--- config.mk ---
export PLATFORM = sky130hd
export DESIGN_NAME = hsk_uart_top
export DESIGN_NICKNAME = d
export VERILOG_FILES = /design/src/hsk_pkg.sv /design/src/hsk_sync_if.sv /design/src/hsk_uart_top.sv /design/src/hsk_uart_router.sv /design/src/hskbus_merge.sv /design/src/hsk_byte_counter.sv /design/src/hsk_front_end.sv /design/src/uart_retime.sv
export SDC_FILE = /design/constraint.sdc
export NUM_CORES = 1
export LEC_CHECK = 0
export ABC_AREA = 1
export BUFFER_PORTS_ARGS = -buffer_cell sky130_fd_sc_hd__clkbuf_2
export CORE_MARGIN = 4
export CORE_UTILIZATION = 60
export CTS_CLUSTER_SIZE = 10
export DETAILED_ROUTE_END_ITERATION = 8
export HOLD_SLACK_MARGIN = 0.06
export PLACE_DENSITY = 0.82
export REMOVE_ABC_BUFFERS = 1
export SYNTH_ARGS = -nofsm -noshare
export SYNTH_HDL_FRONTEND = slang
export SYNTH_SLANG_ARGS = --single-unit
--- constraint.sdc ---
create_clock -name init_clk -period 2.7 [get_ports init_clk]
set_input_delay 0.54 -clock init_clk [delete_from_list [all_inputs] [get_ports init_clk]]
set_output_delay 0.54 -clock init_clk [all_outputs]
set_load 0.05 [all_outputs]
--- src/hsk_pkg.sv ---
`default_nettype none

package hsk_pkg;

    //////////////////////////////////////////////////
    // Serial timing defaults
    //////////////////////////////////////////////////

    // Baud period in init_clk cycles
    localparam int BAUD_PERIOD_DEF = 160;
    // Retime sample offset inside one bit
    // Late in the bit so a slow open-drain rise has settled
    localparam int SAMPLE_POINT_DEF = 120;

    // Depth of the input synchronisers
    localparam int SYNC_STAGES = 2;

    // Start, 8 data, stop
    localparam int FRAME_BITS = 10;

    // Width of the reply byte counter, wraps
    localparam int BYTE_COUNT_W = 8;

    //////////////////////////////////////////////////
    // State and mode encodings
    //////////////////////////////////////////////////

    // SURF reply retimer
    typedef enum logic {
        RT_IDLE  = 1'b0,
        RT_FRAME = 1'b1
    } retime_state_e;

    // Reply frame receiver for the byte counter
    typedef enum logic [1:0] {
        RX_IDLE  = 2'd0,
        RX_START = 2'd1,
        RX_DATA  = 2'd2,
        RX_STOP  = 2'd3
    } rx_state_e;

    // Crate bus ownership
    // IDLE is TURF mode while the TURF holds its control line high
    typedef enum logic [1:0] {
        ROUTE_LOCAL = 2'd0,
        ROUTE_TURF  = 2'd1,
        ROUTE_IDLE  = 2'd2
    } route_mode_e;

endpackage

`default_nettype wire
--- src/hsk_sync_if.sv ---
`timescale 1ns/1ns
`default_nettype none

interface hsk_sync_if;

    // Debug receive, synchronised
    logic dbg_rx;
    // TURF receive, synchronised
    logic trx;
    // TURF control, synchronised, low selects the serial path
    logic tctrl_b;
    // Bus reset from the registered SYS_RESET_B
    logic bus_rst;

    // Front end drives everything
    modport front (
        output dbg_rx,
        output trx,
        output tctrl_b,
        output bus_rst
    );

    // Router only needs the serial lines and the control
    modport router (
        input dbg_rx,
        input trx,
        input tctrl_b
    );

    // Merge only needs the bus reset
    modport merge (
        input bus_rst
    );

endinterface

`default_nettype wire

--- src/hsk_uart_top.sv ---
`timescale 1ns/1ns
`default_nettype none

module hsk_uart_top #(
    parameter int BAUD_PERIOD  = hsk_pkg::BAUD_PERIOD_DEF,
    parameter int SAMPLE_POINT = hsk_pkg::SAMPLE_POINT_DEF
) (
    input  logic                             init_clk,
    input  logic                             rst_n_i,
    input  logic                             sys_reset_b_i,
    input  logic                             dbg_rx_i,
    input  logic                             trx_i,
    input  logic                             tctrl_b_i,
    input  logic                             surf_tx_i,
    input  logic                             hsk_rx_i,
    input  logic                             hsk_local_en_i,
    input  logic                             crate_en_user_i,
    input  logic                             crate_en_hsk_i,
    output logic                             dbg_tx_o,
    output logic                             f_ttx_o,
    output logic                             surf_rx_o,
    output logic                             hsk_tx_o,
    output logic                             crate_en_o,
    output logic [hsk_pkg::BYTE_COUNT_W-1:0] rx_bytes_o
);

    // Toward the crate, from the router
    logic bus_tx;
    // From the crate, merged replies
    logic bus_rx;
    logic surf_rx_retimed;
    logic crate_en;

    hsk_sync_if sync_if ();

    assign crate_en_o = crate_en;

    hsk_front_end #(
        .BAUD_PERIOD  (BAUD_PERIOD),
        .SAMPLE_POINT (SAMPLE_POINT)
    ) u_front_end (
        .init_clk          (init_clk),
        .rst_n_i           (rst_n_i),
        .sys_reset_b_i     (sys_reset_b_i),
        .dbg_rx_i          (dbg_rx_i),
        .trx_i             (trx_i),
        .tctrl_b_i         (tctrl_b_i),
        .surf_tx_i         (surf_tx_i),
        .crate_en_i        (crate_en),
        .sync_if           (sync_if.front),
        .surf_rx_retimed_o (surf_rx_retimed)
    );

    hskbus_merge #(
        .BAUD_PERIOD (BAUD_PERIOD)
    ) u_merge (
        .init_clk          (init_clk),
        .rst_n_i           (rst_n_i),
        .crate_en_user_i   (crate_en_user_i),
        .crate_en_hsk_i    (crate_en_hsk_i),
        .bus_tx_i          (bus_tx),
        .surf_rx_retimed_i (surf_rx_retimed),
        .hsk_rx_i          (hsk_rx_i),
        .sync_if           (sync_if.merge),
        .bus_rx_o          (bus_rx),
        .surf_rx_o         (surf_rx_o),
        .hsk_tx_o          (hsk_tx_o),
        .crate_en_o        (crate_en),
        .rx_bytes_o        (rx_bytes_o)
    );

    hsk_uart_router u_router (
        .hsk_local_en_i (hsk_local_en_i),
        .bus_rx_i       (bus_rx),
        .sync_if        (sync_if.router),
        .bus_tx_o       (bus_tx),
        .dbg_tx_o       (dbg_tx_o),
        .f_ttx_o        (f_ttx_o)
    );

endmodule

`default_nettype wire

--- src/hsk_uart_router.sv ---
`timescale 1ns/1ns
`default_nettype none

module hsk_uart_router (
    input  logic       hsk_local_en_i,
    input  logic       bus_rx_i,
    hsk_sync_if.router sync_if,
    output logic       bus_tx_o,
    output logic       dbg_tx_o,
    output logic       f_ttx_o
);
    import hsk_pkg::*;

    route_mode_e mode;

    // Local enable wins, otherwise the TURF control line decides
    always_comb begin
        if (hsk_local_en_i) begin
            mode = ROUTE_LOCAL;
        end else if (sync_if.tctrl_b) begin
            mode = ROUTE_IDLE;
        end else begin
            mode = ROUTE_TURF;
        end
    end

    // Unused directions idle high
    always_comb begin
        bus_tx_o = 1'b1;
        dbg_tx_o = 1'b1;
        f_ttx_o  = 1'b1;
        case (mode)
            ROUTE_LOCAL: begin
                // Debug port owns the crate bus
                bus_tx_o = sync_if.dbg_rx;
                dbg_tx_o = bus_rx_i;
            end
            ROUTE_TURF: begin
                bus_tx_o = sync_if.trx;
                f_ttx_o  = bus_rx_i;
            end
            ROUTE_IDLE: begin
                // TURF not talking, but replies still go back
                f_ttx_o = bus_rx_i;
            end
            default: begin
                bus_tx_o = 1'b1;
            end
        endcase
    end

endmodule

`default_nettype wire

--- src/hskbus_merge.sv ---
`timescale 1ns/1ns
`default_nettype none

module hskbus_merge #(
    parameter int BAUD_PERIOD = hsk_pkg::BAUD_PERIOD_DEF
) (
    input  logic                             init_clk,
    input  logic                             rst_n_i,
    input  logic                             crate_en_user_i,
    input  logic                             crate_en_hsk_i,
    input  logic                             bus_tx_i,
    input  logic                             surf_rx_retimed_i,
    input  logic                             hsk_rx_i,
    hsk_sync_if.merge                        sync_if,
    output logic                             bus_rx_o,
    output logic                             surf_rx_o,
    output logic                             hsk_tx_o,
    output logic                             crate_en_o,
    output logic [hsk_pkg::BYTE_COUNT_W-1:0] rx_bytes_o
);

    // Either the user bit or housekeeping can open the crate bus
    assign crate_en_o = crate_en_user_i | crate_en_hsk_i;

    // Broadcast to SURFs and the local housekeeping processor
    // Idle high with the crate shut
    assign surf_rx_o = crate_en_o ? bus_tx_i : 1'b1;
    assign hsk_tx_o  = crate_en_o ? bus_tx_i : 1'b1;

    // Replies share the line like open drain, so wired-AND
    assign bus_rx_o = crate_en_o ? (surf_rx_retimed_i & hsk_rx_i) : 1'b1;

    // Count good reply bytes on the merged line
    hsk_byte_counter #(
        .BAUD_PERIOD (BAUD_PERIOD)
    ) u_byte_counter (
        .init_clk (init_clk),
        .rst_n_i  (rst_n_i),
        .clear_i  (sync_if.bus_rst),
        .rx_i     (bus_rx_o),
        .count_o  (rx_bytes_o)
    );

endmodule

`default_nettype wire

--- src/hsk_byte_counter.sv ---
`timescale 1ns/1ns
`default_nettype none

module hsk_byte_counter #(
    parameter int BAUD_PERIOD = hsk_pkg::BAUD_PERIOD_DEF
) (
    input  logic                             init_clk,
    input  logic                             rst_n_i,
    input  logic                             clear_i,
    input  logic                             rx_i,
    output logic [hsk_pkg::BYTE_COUNT_W-1:0] count_o
);
    import hsk_pkg::*;

    localparam int CYC_W = $clog2(BAUD_PERIOD);
    localparam int BIT_W = $clog2(FRAME_BITS);
    localparam logic [CYC_W-1:0] HALF_CYC  = CYC_W'(BAUD_PERIOD / 2 - 1);
    localparam logic [CYC_W-1:0] LAST_CYC  = CYC_W'(BAUD_PERIOD - 1);
    // Index of the last data bit
    localparam logic [BIT_W-1:0] LAST_DATA = BIT_W'(FRAME_BITS - 3);

    rx_state_e        state_q;
    logic [CYC_W-1:0] cyc_q;
    logic [BIT_W-1:0] bit_q;
    logic             rx_q;

    //////////////////////////////////////////////////
    // Frame check and byte count
    //////////////////////////////////////////////////

    always_ff @(posedge init_clk or negedge rst_n_i) begin
        if (!rst_n_i) begin
            state_q <= RX_IDLE;
            cyc_q   <= '0;
            bit_q   <= '0;
            rx_q    <= 1'b1;
            count_o <= '0;
        end else if (clear_i) begin
            // Bus reset from the TURF
            state_q <= RX_IDLE;
            cyc_q   <= '0;
            bit_q   <= '0;
            rx_q    <= 1'b1;
            count_o <= '0;
        end else begin
            rx_q  <= rx_i;
            cyc_q <= cyc_q + 1'b1;
            case (state_q)
                RX_IDLE: begin
                    cyc_q <= '0;
                    if (rx_q && !rx_i) begin
                        state_q <= RX_START;
                    end
                end
                RX_START: begin
                    // Middle of start bit, glitches fall back to idle
                    if (cyc_q == HALF_CYC) begin
                        cyc_q   <= '0;
                        bit_q   <= '0;
                        state_q <= rx_i ? RX_IDLE : RX_DATA;
                    end
                end
                RX_DATA: begin
                    if (cyc_q == LAST_CYC) begin
                        cyc_q <= '0;
                        bit_q <= bit_q + 1'b1;
                        if (bit_q == LAST_DATA) begin
                            state_q <= RX_STOP;
                        end
                    end
                end
                RX_STOP: begin
                    if (cyc_q == LAST_CYC) begin
                        // Only a high stop bit makes a good byte
                        if (rx_i) begin
                            count_o <= count_o + 1'b1;
                        end
                        state_q <= RX_IDLE;
                    end
                end
                default: state_q <= RX_IDLE;
            endcase
        end
    end

endmodule

`default_nettype wire

--- src/hsk_front_end.sv ---
`timescale 1ns/1ns
`default_nettype none

module hsk_front_end #(
    parameter int BAUD_PERIOD  = hsk_pkg::BAUD_PERIOD_DEF,
    parameter int SAMPLE_POINT = hsk_pkg::SAMPLE_POINT_DEF
) (
    input  logic       init_clk,
    input  logic       rst_n_i,
    input  logic       sys_reset_b_i,
    input  logic       dbg_rx_i,
    input  logic       trx_i,
    input  logic       tctrl_b_i,
    input  logic       surf_tx_i,
    input  logic       crate_en_i,
    hsk_sync_if.front  sync_if,
    output logic       surf_rx_retimed_o
);
    import hsk_pkg::*;

    localparam int N_LINES = 4;

    // Bit order: 3 surf_tx, 2 tctrl_b, 1 trx, 0 dbg_rx
    logic [N_LINES-1:0]                  async_in;
    logic [SYNC_STAGES-1:0][N_LINES-1:0] sync_q;
    logic [N_LINES-1:0]                  sync_out;
    logic                                bus_rst_q;

    assign async_in = {surf_tx_i, tctrl_b_i, trx_i, dbg_rx_i};
    assign sync_out = sync_q[SYNC_STAGES-1];

    //////////////////////////////////////////////////
    // Synchronisers and system reset register
    //////////////////////////////////////////////////

    // All four lines idle high, so reset to ones
    always_ff @(posedge init_clk or negedge rst_n_i) begin
        if (!rst_n_i) begin
            sync_q <= '1;
        end else begin
            sync_q <= {sync_q[SYNC_STAGES-2:0], async_in};
        end
    end

    // SYS_RESET_B is pulled up, so bus reset idles low
    always_ff @(posedge init_clk or negedge rst_n_i) begin
        if (!rst_n_i) begin
            bus_rst_q <= 1'b0;
        end else begin
            bus_rst_q <= ~sys_reset_b_i;
        end
    end

    assign sync_if.dbg_rx  = sync_out[0];
    assign sync_if.trx     = sync_out[1];
    assign sync_if.tctrl_b = sync_out[2];
    assign sync_if.bus_rst = bus_rst_q;

    // Open-drain SURF line, cleaned up after the synchroniser
    uart_retime #(
        .BAUD_PERIOD  (BAUD_PERIOD),
        .SAMPLE_POINT (SAMPLE_POINT)
    ) u_retime (
        .init_clk     (init_clk),
        .rst_n_i      (rst_n_i),
        .enable_i     (crate_en_i),
        .rx_i         (sync_out[3]),
        .rx_retimed_o (surf_rx_retimed_o)
    );

endmodule

`default_nettype wire

--- src/uart_retime.sv ---
`timescale 1ns/1ns
`default_nettype none

module uart_retime #(
    parameter int BAUD_PERIOD  = hsk_pkg::BAUD_PERIOD_DEF,
    parameter int SAMPLE_POINT = hsk_pkg::SAMPLE_POINT_DEF
) (
    input  logic init_clk,
    input  logic rst_n_i,
    input  logic enable_i,
    input  logic rx_i,
    output logic rx_retimed_o
);
    import hsk_pkg::*;

    localparam int CYC_W = $clog2(BAUD_PERIOD);
    localparam int BIT_W = $clog2(FRAME_BITS);
    localparam logic [CYC_W-1:0] SAMPLE_AT = CYC_W'(SAMPLE_POINT);
    localparam logic [CYC_W-1:0] LAST_CYC  = CYC_W'(BAUD_PERIOD - 1);
    localparam logic [BIT_W-1:0] STOP_BIT  = BIT_W'(FRAME_BITS - 1);

    retime_state_e    state_q;
    // Cycle within the current bit
    logic [CYC_W-1:0] cyc_q;
    // Bit index within the frame
    logic [BIT_W-1:0] bit_q;
    // Previous line level for the edge detect
    logic             rx_q;
    logic             fall;

    assign fall = rx_q & ~rx_i;

    //////////////////////////////////////////////////
    // Frame timing
    //////////////////////////////////////////////////

    always_ff @(posedge init_clk or negedge rst_n_i) begin
        if (!rst_n_i) begin
            state_q      <= RT_IDLE;
            cyc_q        <= '0;
            bit_q        <= '0;
            rx_q         <= 1'b1;
            rx_retimed_o <= 1'b1;
        end else begin
            rx_q <= rx_i;
            if (!enable_i) begin
                // Crate off, drop any frame in flight
                state_q      <= RT_IDLE;
                rx_retimed_o <= 1'b1;
            end else begin
                case (state_q)
                    RT_IDLE: begin
                        rx_retimed_o <= 1'b1;
                        if (fall) begin
                            // Edge cycle counts as cycle 0 of the start bit
                            state_q <= RT_FRAME;
                            cyc_q   <= CYC_W'(1);
                            bit_q   <= '0;
                        end
                    end
                    RT_FRAME: begin
                        // Take the settled level and hold it
                        if (cyc_q == SAMPLE_AT) begin
                            rx_retimed_o <= rx_i;
                        end
                        if (cyc_q == LAST_CYC) begin
                            cyc_q <= '0;
                            if (bit_q == STOP_BIT) begin
                                // Stop bit period over, line idles high again
                                state_q      <= RT_IDLE;
                                rx_retimed_o <= 1'b1;
                            end else begin
                                bit_q <= bit_q + 1'b1;
                            end
                        end else begin
                            cyc_q <= cyc_q + 1'b1;
                        end
                    end
                    default: state_q <= RT_IDLE;
                endcase
            end
        end
    end

endmodule

`default_nettype wire

==> results.yml <==
power_and_ir_drop:
  p_total_mw: 1.59
  power_density_nw_per_um2: 564
  leakage_nw: 1.43
  peakVddDrop_mv: 0.381
timing:
  slew_headroom_pct: 62.0
  hold_slack_ps: 317
  drv_slew: 0
  rsz0062_at_grt: "false"
  worstMarginPinSlew_ps: 571
  layout_min_cycle_time_ps: 2120
  setup_viol: 0
  hold_viol: 0
  fmax_mhz: 473
  fin_worst_skew_ps: 6.45
  fin_setup_tns_ps: 0
  fin_crit_sh_pct: 78.4
cts:
  cts-resized-gates: 0
  cts_sinks: 47
  post_cts_buffers: 0
  holdBufCountCts: 0
  cts.htree.levels: 2
  cts_tree: "built"
  cts-root-buf: "clkbuf_8"
  cts_made_buffers: 5
  ctsLongestPathBuffers: 2
  clk_latency_ps: 290
  clkSlewWorstSetupHoldPaths_ps: 80
worst_setup_path:
  worst_setup_path_start_kind: "flip-flop"
  critPathKind: "flip-flop to primary output"
  endpoint_kind: "primary output"
  cp_data_required_time_ps: 2160
  r2r-end: "u_merge.u_byte_counter.state_q[0]"
  r2r_cells: 9
  critPathMaxFanout: 2
  cp-startpoint: "u_front_end.sync_out[2]"
  worstReg2RegStart: "u_front_end.sync_if.bus_rst"
  ff2ff_setup_slack_ps: 1010
  worstSetupEndpoint: "surf_rx_o"
  cp.arrival_ps: 1580
logic_synthesis:
  ys_types: 33
  syn_area_per_cell_sq_um: 8.29
  ys_warn_count: 0
  netlist_area_sq_um: 2570
  synth_ff_type: "dfrtp_1"
  async_reset_ff_share_pct: 100
  ys_seq_area_share_pct: 46.3
  synth_edf_count: 0
  syn_inst: 310
  synth-seq-cells: 47
detailed_routing:
  drtIter0Drc: 129
  drt.antenna.violating_nets: 0
  finalWirelength_um: 4670
  drt-wirelength-per-cell_um: 12.0
  detail_route.first_pass.iterations: 4
  drc: 0
  drt-vias-per-instance: 5.26
  via_count: 2048
layout:
  layout_commonest_cell: "nand2_1"
  fin_area_sq_um: 2820
  final_util_pct: 69.5
  syn_to_final_growth_pct: 9.74
  fin_nets: 357
  antenna_cells: 0
  mostFrequentLayoutCells: "77 x nand2_1, 36 x dfrtp_1, 33 x inv_1"
  drive_above_1_share_pct: 23.6
place:
  gp_congestion: 0.878
  placed_cell_area_sq_um: 2740
  port-buffer-count: 23
  dpl.hpwl_um: 3480
grt:
  grt_pass1_wl_um: 8560
  grt_usage_pct: 20.2
  grt_pass1_vias: 1996
  grt_max_degree: 48
  overflow: 0
  antenna_found_initial: 0
min_path:
  hp-class: "input pin to async pin"
floorplanning:
  die_area_sq_um: 5390
  chipWidth_um: 73.4
  core_sq_um: 4060
  start_util_pct: 63.3
  core.rowCount: 23
  io_pins: 24
  die_height_um: 73.4
outcome:
  outcome: "finished, final reports clean"
run:
  maxCapViolCount: 0
## state kept, by name (all words and copies together), names as in the netlist
register                           flops
u_merge.u_byte_counter.state_q         2
u_front_end.u_retime.cyc_q             8
u_front_end.u_retime.rx_q              1
u_front_end.u_retime.state_q           1
u_front_end.sync_out                   4
u_front_end.u_retime.rx_retimed_o      1
u_merge.u_byte_counter.bit_q           4
u_front_end.sync_q                     4
u_merge.u_byte_counter.count_o         8
u_front_end.u_retime.bit_q             4
u_merge.u_byte_counter.rx_q            1
u_front_end.sync_if.bus_rst            1
u_merge.u_byte_counter.cyc_q           8
## per-stage QoR
step,std cells,setup slack (ps)
3_5_place_dp,381,632
6_report,389,584
5_1_grt,389,518
2_1_floorplan,307,214
4_1_cts,389,563
3_3_place_gp,381,667
## kinds of logic after synthesis
kind of cell,after synthesis,synth area share [%]
flops,47,46.3
simple gates,176,34.0
xor+xnor,9,3.07
buf+inv,43,6.48
compound gates,27,6.24
fa+ha+maj,8,3.90
## final cells by class
class                   count  area [sq um]
well taps                  50          62.6
repair buffers             24           123
clock inverters             1          5.00
multi-input cells         220          1210
inverters                  40           150
fillers                   326          1240
flip-flops and latches     47          1190
clock buffers               7          76.3
## synthesized netlist by cell type (all sizes together), types with 2 or more instances
cell type	n	area share (%)
o21ai	17	3.8
nand2	89	15
nand4	9	2.2
ha	8	3.9
or2	6	1.5
nor3	3	0.58
a21oi	5	0.97
dfrtp	36	35
xnor2	4	1.4
o21a	2	0.58
xor2	5	1.7
nor2	38	7.7
dfstp	11	11
inv	39	5.7
nand3	30	7.0
buf	2	0.49
## worst min path at each step
stage                           from                                end  slack [ps]  cells past startpoint
5_1_grt                    surf_tx_i              u_front_end.sync_q[3]         310                      1
4_1_cts                    surf_tx_i              u_front_end.sync_q[3]         310                      1
3_3_place_gp   u_front_end.sync_q[3]            u_front_end.sync_out[3]         350                      0
3_5_place_dp   u_front_end.sync_q[0]            u_front_end.sync_out[0]         350                      0
6_report                     rst_n_i  u_merge.u_byte_counter.count_o[5]         320                      2
2_1_floorplan                rst_n_i        u_front_end.sync_if.bus_rst         240                      0
## per-layer routing
metal / wire (um) / vias up / part of all wire [%] / track usage [%]
li1: - / 1039 / - / -
met1: 2180 / 958 / 47 / 27.4
met2: 2250 / 43 / 48 / 32.3
met3: 187 / 8 / 4.0 / 4.10
met4: 55 / 0 / 1.2 / 7.24
met5: 0 / - / 0 / 0
## worst max-delay path: stages (launching register included)
cell	delay, ps
dfstp_2	370
or2_2	280
ha_1	200
nand2_1	70
nand4_1	110
clkbuf_2	260
## report_power, final
group / switching [mW] / total, mW / internal, mW / leakage [nW]
sequential: 0.0691 / 0.843 / 0.774 / 0.606
clock: 0.221 / 0.403 / 0.182 / 0.0422
combinational: 0.226 / 0.343 / 0.117 / 0.784
total: 0.516 / 1.59 / 1.07 / 1.43
Power figures use the tool's default switching activity.
